===== src/rtl/latency_lfsr.sv =====
/*
 * latency_lfsr: 16-bit Galois LFSR giving the grant decision bit
 * and the random wait value for the slow memory controller
 */

`default_nettype none

module latency_lfsr #(
  parameter logic [15:0] Seed = 16'hace1
) (
  input  logic       clk_i,
  input  logic       rst_ni,
  output logic       grant_ok_o,
  output logic [4:0] wait_rnd_o
);

  // x^16 + x^14 + x^13 + x^11 + 1, maximal length
  localparam logic [15:0] Taps = 16'hb400;

  // an all-zero state would lock the register up
  localparam logic [15:0] SafeSeed = (Seed == 16'h0000) ? 16'h0001 : Seed;

  logic [15:0] lfsr_q;
  logic [15:0] lfsr_d;

  always_comb begin
    lfsr_d = {1'b0, lfsr_q[15:1]};
    if (lfsr_q[0]) begin
      lfsr_d = lfsr_d ^ Taps;  // feed back the shifted-out bit
    end
  end

  always_ff @(posedge clk_i or negedge rst_ni) begin
    if (!rst_ni) begin
      lfsr_q <= SafeSeed;
    end else begin
      lfsr_q <= lfsr_d;  // steps every cycle, busy or not
    end
  end

  // grant and latency come from disjoint bits
  assign grant_ok_o = lfsr_q[15];
  assign wait_rnd_o = lfsr_q[4:0];

endmodule : latency_lfsr

`default_nettype wire


===== config.mk =====
export PLATFORM = sky130hd
export DESIGN_NAME = latency_lfsr
export DESIGN_NICKNAME = d
export VERILOG_FILES = /design/src/rtl/latency_lfsr.sv
export SDC_FILE = /design/constraint.sdc
export NUM_CORES = 1
export LEC_CHECK = 0
export BUFFER_PORTS_ARGS = -buffer_cell sky130_fd_sc_hd__buf_2
export CAP_MARGIN = 20
export CORE_AREA = 3 3 40 42
export CTS_CLUSTER_DIAMETER = 80
export DETAILED_ROUTE_END_ITERATION = 10
export DIE_AREA = 0 0 43 45
export PLACE_DENSITY = 0.56
export SYNTH_ARGS = -nofsm -noshare
export SYNTH_HDL_FRONTEND = slang
export SYNTH_SLANG_ARGS = --single-unit

===== constraint.sdc =====
create_clock -name clk_i -period 1.2 [get_ports clk_i]
set_clock_uncertainty 0.1 [all_clocks]
set_input_delay 0.36 -clock clk_i [delete_from_list [all_inputs] [get_ports clk_i]]
set_output_delay 0.36 -clock clk_i [all_outputs]
set_load 0.01 [all_outputs]

==> flow_summary.toml <==
[outcome]
status = "complete, but fails checks"
violations = "setup timing"

[timing]
timing.fmax_mhz = 721
finalCritPeriodShare_pct = 116
rsz0062_at_grt = "true"
hold_viol_final = 0
min_period_ns = 1.39
setup-violations-final = 6
relSlewSlack_pct = 78.4
slew_violations = 0
setup_slack_ns = -0.187
worst_pin_slew_ns = 0.324

[synth]
netlist_area_um2 = 474
yosys_warnings = 0
synthDistinctLibCells = 4
yosys.area.top_type = "dfstp_2"
synth_common_cells = "dfrtp_1, dfstp_2, buf_4, xor2_1"
syn_nets = 26
avgSynthCellArea_um2 = 19.8
synth_seq_cells = 16
synth_edf_count = 0
synth_area_leaders = "dfstp_2, dfrtp_1, buf_4"
netlist.area_leader.share_pct = 44.3
seq_area_frac_synth_pct = 86.5
postSynthCellCount = 24
synthFlopType = "dfstp_2"
ys_async_sr_fraction_pct = 100

[setup_path]
cp.arrival_ns = 0.93
cp_slowest_cell = "dfstp_2"
path_buf_inv = 1
cp_max_fo = 2
r2r_start = "lfsr_q[0]"
crit_chain = "buf_6"
criticalPathCategory = "reg -> out"
end_kind = "primary output"
cp_data_required_time_ns = 0.74
critPathLaunch = "lfsr_q[15]"
cpPeakStageDelay_ns = 0.55
start_kind = "register"
crit_family = "flip-flops"

[route]
drt_iter0_markers = 3
dr.pass1.iters = 2
via_per_inst = 3.93
drc = 0
num_vias = 212
wl_um = 678
ant_nets = 0
wl_per_cell_um = 12.6

[global_routing]
grt_pass1_vias = 260
grt_start_max_net_pins = 17
grt_first_pass_wirelength_mm = 1.18
grt_usage_pct = 9.23
antenna_found_initial = 0
grt-ovfl-total = 0

[cts]
numCtsBuffers = 3
cts_max_level = 1
cts.sinks = 16
clk_latency_ns = 0.28
root_buffer = "clkbuf_4"
cts_tree = "yes"
clock_path_buffers = 2
path_clk_slew_ns = 0.09

[layout]
largest_reg_flops = 16
reg.largest.list = "lfsr_q x16"
fin_nets = 42
antenna_cells = 0
final_area_um2 = 609
final_cell_count_no_fill = 54
drive_gt1_share_pct = 69.2
fillerInstances = 115
top_register = "lfsr_q"
utilization_pct = 47.4
area_delta_synth_final_pct = 28.5

[power]
cellLeakagePower_nw = 0.330
power.total_mw = 0.893
power_density_nw_per_um2 = 1460
peakVddDrop_mv = 0.632

[placed_design]
place_area_um2 = 498
placed_cells = 42
io_buffers = 7
place_congestion = 0.719
dp_hpwl_um = 454

[worst_hold_path]
hp-class = "reg -> reg"
hold_start = "lfsr_q[7]"

[floorplan]
start_util_pct = 36.9
die_x_um = 43
die_h_um = 45
rows = 13
core-area_um2 = 1280
io_pins = 8
die_area_um2 = 1940

[flow_run]
cap_violations = 0
==> cell families (layout without fill, tap and decap cells) <==
group	count (synthesis)	in the layout	synth area share (%)
xor gates and xnor gates	3	3	5.54
buffers and inverters	5	20	7.92
DFF	16	16	86.5
==> cell usage in the layout, fill, tap and decap left out <==
cell type      n
buf_2          5
buf_4          8
buf_6          2
clkbuf_4       3
clkbuf_8       1
dfrtp_1        8
dfstp_2        8
dlygate4sd3_1  1
xor2_1         3
==> per-layer routing <==
layer / share of wire (%) / global-route usage, % / vias up
li1: - / - / 96
met1: 44 / 9.64 / 107
met2: 48 / 15.0 / 9
met3: 8.0 / 4.78 / 0
met4: 0 / 5.42 / 0
met5: 0 / 0 / -
==> area by class of cell <==
cell class	count	area [um^2]	area share, %
clock buffers	4	36.3	5.95
multi-input cells	3	26.3	4.31
flip-flops and latches	16	410	67.4
repair buffers	16	118	19.3
well taps	15	18.8	3.08
==> power by group <==
part	switching, mW	internal [mW]	leakage (nW)
Combinational	0.00947	0.00332	0.115
Clock	0.155	0.184	0.0210
Sequential	0	0.540	0.194
==> through the flow <==
stage | setup slack [ns] | hold WS [ns] | TNS (ns)
after global placement | 0.115 | 0.160 | 0
final | -0.187 | 0.260 | -0.611
after detailed placement | 0.0996 | 0.179 | 0
after CTS | -0.195 | 0.262 | -0.705
after floorplan | 0.0605 | -0.0356 | 0
after global routing | -0.239 | 0.264 | -0.924
==> worst paths after layout <==
| check | endpoint | slack, ns | cells after the start |
|---|---|---|---|
| max in group asynchronous | lfsr_q[11] | 0.30 | 2 |
| worst max register to register | lfsr_q[12] | 0.11 | 3 |
| min in group asynchronous | lfsr_q[4] | 0.41 | 2 |
| worst min-delay path | lfsr_q[6] | 0.26 | 0 |
| worst max-delay path | grant_ok_o | -0.19 | 1 |
| worst min register to register | lfsr_q[6] | 0.26 | 0 |
==> timing repair <==
action / in CTS / in global routing
pin swaps: 0 / 0
hold buffers: 1 / 0
setup buffers: 6 / 1
resized for setup: 2 / 0
setup endpoints to repair: 6 / 6
hold endpoints to repair: 8 / 0
Power figures use the tool's default switching activity.
