### src/rtl/mem_pkg.sv
/*
 * mem_pkg: widths and the request struct shared by the slow memory subsystem
 */

`default_nettype none

package mem_pkg;

  localparam int unsigned MemDataWidth = 32;
  localparam int unsigned MemBeWidth   = MemDataWidth / 8;   // one enable per byte lane
  localparam int unsigned MemAddrWidth = 16;                 // word address, memory decodes low bits
  localparam int unsigned WaitCntWidth = 6;                  // latency counts 1 to 32

  // request as seen on the port, in the capture register and at the sram
  typedef struct packed {
    logic                    we;     // 1 = write, 0 = read
    logic [MemAddrWidth-1:0] addr;
    logic [MemDataWidth-1:0] wdata;
    logic [MemBeWidth-1:0]   be;     // only used on writes
  } mem_req_t;

endpackage : mem_pkg

`default_nettype wire

### src/rtl/slow_mem_ctrl.sv
/*
 * slow_mem_ctrl: ready/wait FSM that grants one request at a time,
 * holds it for a random latency, then fires a single memory access
 */

`default_nettype none

module slow_mem_ctrl import mem_pkg::*; (
  input  logic       clk_i,
  input  logic       rst_ni,
  // requester side
  input  logic       req_i,
  input  mem_req_t   mem_req_i,
  output logic       gnt_o,
  output logic       rvalid_o,
  // randomness
  input  logic       grant_ok_i,
  input  logic [4:0] wait_rnd_i,
  // memory side
  output logic       ram_req_o,
  output mem_req_t   ram_cmd_o
);

  typedef enum logic {
    READY,
    WAIT
  } state_e;

  state_e state_q;
  state_e state_d;

  logic [WaitCntWidth-1:0] cnt_q;
  logic [WaitCntWidth-1:0] cnt_d;
  logic [WaitCntWidth-1:0] cnt_load;

  mem_req_t cmd_q;

  logic rvalid_q;
  logic gnt;
  logic fire;

  // wait value of 0..31 becomes a count of 1..32
  assign cnt_load = WaitCntWidth'(wait_rnd_i) + WaitCntWidth'(1);

  // grant only when idle and the lfsr says yes
  assign gnt = (state_q == READY) & req_i & grant_ok_i;

  // last cycle of the wait, access goes out now
  assign fire = (state_q == WAIT) && (cnt_q == WaitCntWidth'(1));

  // next state
  always_comb begin
    state_d = state_q;
    unique case (state_q)
      READY: begin
        if (gnt) begin
          state_d = WAIT;
        end
      end
      WAIT: begin
        if (fire) begin
          state_d = READY;
        end
      end
      default: begin
        state_d = READY;
      end
    endcase
  end

  // latency counter
  always_comb begin
    cnt_d = cnt_q;
    if (gnt) begin
      cnt_d = cnt_load;
    end else if (state_q == WAIT && !fire) begin
      cnt_d = cnt_q - WaitCntWidth'(1);
    end
  end

  always_ff @(posedge clk_i or negedge rst_ni) begin
    if (!rst_ni) begin
      state_q <= READY;
      cnt_q   <= '0;
    end else begin
      state_q <= state_d;
      cnt_q   <= cnt_d;
    end
  end

  // capture the request on its grant, held until the access
  always_ff @(posedge clk_i) begin
    if (gnt) begin
      cmd_q <= mem_req_i;
    end
  end

  // response flag trails the access by one cycle, matching sram read data
  always_ff @(posedge clk_i or negedge rst_ni) begin
    if (!rst_ni) begin
      rvalid_q <= 1'b0;
    end else begin
      rvalid_q <= fire;  // also pulses for writes
    end
  end

  assign gnt_o     = gnt;
  assign rvalid_o  = rvalid_q;
  assign ram_req_o = fire;
  assign ram_cmd_o = cmd_q;

endmodule : slow_mem_ctrl

`default_nettype wire

### config.mk
export PLATFORM = sky130hd
export DESIGN_NAME = slow_mem_ctrl
export DESIGN_NICKNAME = d
export VERILOG_FILES = /design/src/rtl/mem_pkg.sv /design/src/rtl/slow_mem_ctrl.sv
export SDC_FILE = /design/constraint.sdc
export NUM_CORES = 1
export LEC_CHECK = 0
export ABC_AREA = 0
export BUFFER_PORTS_ARGS = -buffer_cell sky130_fd_sc_hd__buf_2
export CORE_MARGIN = 3
export CORE_UTILIZATION = 39
export DETAILED_ROUTE_END_ITERATION = 8
export PLACE_DENSITY = 0.72
export SKIP_CTS_REPAIR_TIMING = 1
export SLEW_MARGIN = 40
export SYNTH_ARGS = -nofsm -noshare
export SYNTH_HDL_FRONTEND = slang
export SYNTH_SLANG_ARGS = --single-unit
### constraint.sdc
create_clock -name clk_i -period 1.81 [get_ports clk_i]
set_input_delay 0 -clock clk_i [delete_from_list [all_inputs] [get_ports clk_i]]
set_output_delay 0 -clock clk_i [all_outputs]
set_load 0.03 [all_outputs]
==> results.toml <==
[clock_tree]
cts_buffers = 9
clk_path_buf_depth = 2
worstSkewPairLatency_ps = 310
htree_levels = 3
cts-root-buf = "clkbuf_8"
cts_tree = "yes"
cts_sinks = 61
clkTransAtPathRegs_ps = 60

[pwr]
p_int_w = 0.00273
clkPwrFrac = 0.283
swShare = 0.285
powerDensity_nw_per_um2 = 1080
p_leak_nw = 1.52
peakVddDrop_mv = 0.586
seqPwrFrac = 0.475
p_switching_w = 0.00109
pwr-share-comb = 0.242

[cells_and_area]
antenna_cells = 0
syn_to_final_growth_pct = 67.1
nets = 358
drive_gt1_frac = 0.461

[sta]
post-route-period-util = 0.855
slew_viol_final = 0
setup_violations = 0
max_freq_mhz = 646
fin_skew_ps = 5.75
worst_slew_pin_slew_ps = 364
rsz0062_at_grt = "false"
tns_ps = 0
relSlewSlack = 0.757
fin_crit_ps = 1550
hold_viol_final = 0
worst_hold_slack_ps = 61.3

[synth]
synth_seq_area_share = 0.846
yosys_warnings = 0
avgSynthCellArea_um2 = 19.4
netlist_area_um2 = 2120
synth_area_leaders = "edfxtp_1 75%, dfrtp_1 9.5%, ha_1 1.8%"
synthArstFlopShare = 0.131
synthDistinctLibCells = 26
syn_inst = 109
ys_ff_latch = 61
synth_edf_count = 53
synth_nets = 174
synthFlopType = "edfxtp_1"
yosys.area.top_type = "edfxtp_1"
netlist.area_leader.share = 0.752

[run_status]
outcome = "complete, no violations"

[grt]
grt_first_pass_wirelength_mm = 6.07
gr-total-overflow = 0
grt_max_degree = 27
grt_pass1_vias = 1270
grt_use_total = 0.132
antenna_found_initial = 0

[critical_path]
cp-end-kind = "flip-flop"
crit_buf_inv = 1
slowest_delay_ps = 410
slowest_stage = "dfrtp_1"
crit_family = "flip-flops"
critPathKind = "reg -> reg"
cp_max_fo = 4
cp.required_ps = 2010
start_kind = "flip-flop"
critical_path_arrival_ps = 1750
cp_cell_sequence = "inv_1 > ha_1 > nor3b_1 > xnor2_1 > nand2_1 > a32o_1"

[worst_hold_path]
worstHoldPathType = "in -> async"

[floorplan]
start_util = 0.409
die_h_um = 79.7
pin_count = 118
rows = 26
fp.dieArea_um2 = 6350
die_w_um = 79.7
core_area_um2 = 5170

[detailed_routing]
ant_nets = 0
drt-pass1-iter-count = 4
drc_errors = 0
routed_via_density = 4.43
wl_per_cell_um = 14.9
drt-initial-drc-count = 79
dr_total_vias = 1624
wl_mm = 5.46

[placement]
place.gp.congestion = 0.838
dpl.hpwl_mm = 3.30
portBuffers = 117

[run]
max_cap_viol_count = 0
[area by class of cell]
| type | instances | area, um^2 |
|---|---|---|
| well taps | 70 | 87.6 |
| inverters | 5 | 21.3 |
| repair buffers | 174 | 1160 |
| clock buffers | 9 | 124 |
| fillers | 353 | 1630 |
| multi-input cells | 42 | 295 |
| clock inverters | 6 | 55.1 |
| flip-flops and latches | 61 | 1790 |
[cell usage in the layout (no fill, tap or decap)]
cell,netlist,routed
buf_2,0,117
dlygate4sd3_1,0,55
edfxtp_1,53,53
clkbuf_8,0,9
dfrtp_1,8,8
nand2_1,7,7
a21oi_1,4,4
inv_1,3,3
nor2_1,3,3
nor3b_1,3,3
ha_1,3,3
xnor2_1,2,2
nand3_1,2,2
xor2_1,2,2
nor2b_1,2,2
o21ai_0,2,2
o21ai_1,2,2
clkinv_2,0,2
clkinv_1,0,2
nand3b_4,1,1
inv_4,0,1
and4_1,1,1
a21oi_2,1,1
a41o_1,1,1
inv_2,2,1
a32o_1,1,1
nor3_1,1,1
a211oi_2,1,1
o221ai_1,1,1
o32a_1,1,1
o22ai_1,1,1
clkinvlp_4,0,1
bufinv_16,0,1
buf_4,0,1
buf_12,0,1
[per-layer routing]
metal,global-route usage,vias to the layer above,part of all wire
li1,-,784,-
met3,0.0406,2,0.11
met4,0.0619,0,0.0024
met5,0,-,0
met2,0.216,77,0.52
met1,0.158,761,0.37
[through the flow]
stage	utilization	area, um^2	total power [W]	cells	setup WS [ps]
floorplan	-	2120	0.00243	109	247
global placement	0.543	2810	0.00265	297	312
detailed placement	0.543	2810	0.00267	297	255
CTS	0.578	2990	0.00376	312	224
global route	0.684	3540	0.00403	367	154
finish	0.684	3540	0.00382	367	263
[final timing paths]
kind | from | end | slack, ps | cells past startpoint
max | cnt_q[0] | cnt_q[4] | 260 | 6
min | rst_ni | cnt_q[5] | 60 | 2
max reg2reg | cnt_q[0] | cnt_q[4] | 260 | 6
min reg2reg | cnt_q[5] | cnt_q[5] | 550 | 2
max in group asynchronous | rst_ni | cnt_q[0] | 1570 | 2
min in group clk_i | wait_rnd_i[4] | cnt_q[4] | 90 | 4
[registers in the layout, indices dropped and copies added (netlist names)]
register,cells
cnt_q,6
state_q,1
rvalid_o,1
ram_cmd_o,53
[power groups by stage]
stage	Clock (W)	Sequential, W	Combinational (W)
after global placement	0	0.00183	0.000820
after detailed placement	0	0.00184	0.000828
after CTS	0.00112	0.00181	0.000831
after floorplan	0	0.00197	0.000457
final	0.00108	0.00181	0.000923
after global routing	0.00118	0.00183	0.00103
[cells by family (layout without fill, tap and decap cells)]
family,after synthesis,after routing,share of synthesized area
flip-flops,61,61,0.846
AND/OR/NAND/NOR,20,20,0.0550
AO/OA/AOI/OAI,15,15,0.0502
buffers and inverters,6,194,0.0142
XOR/XNOR,4,4,0.0166
adder cells (fa/ha/maj),3,3,0.0177
[synth_stat cells, types with 2 or more instances]
library cell  number
nand3_1            2
nand2_1            7
nor2b_1            2
a21oi_1            4
inv_2              2
nor3b_1            3
edfxtp_1          53
dfrtp_1            8
o21ai_1            2
nor2_1             3
inv_1              3
xor2_1             2
ha_1               3
o21ai_0            2
xnor2_1            2
(Power assumes the default switching activity.)
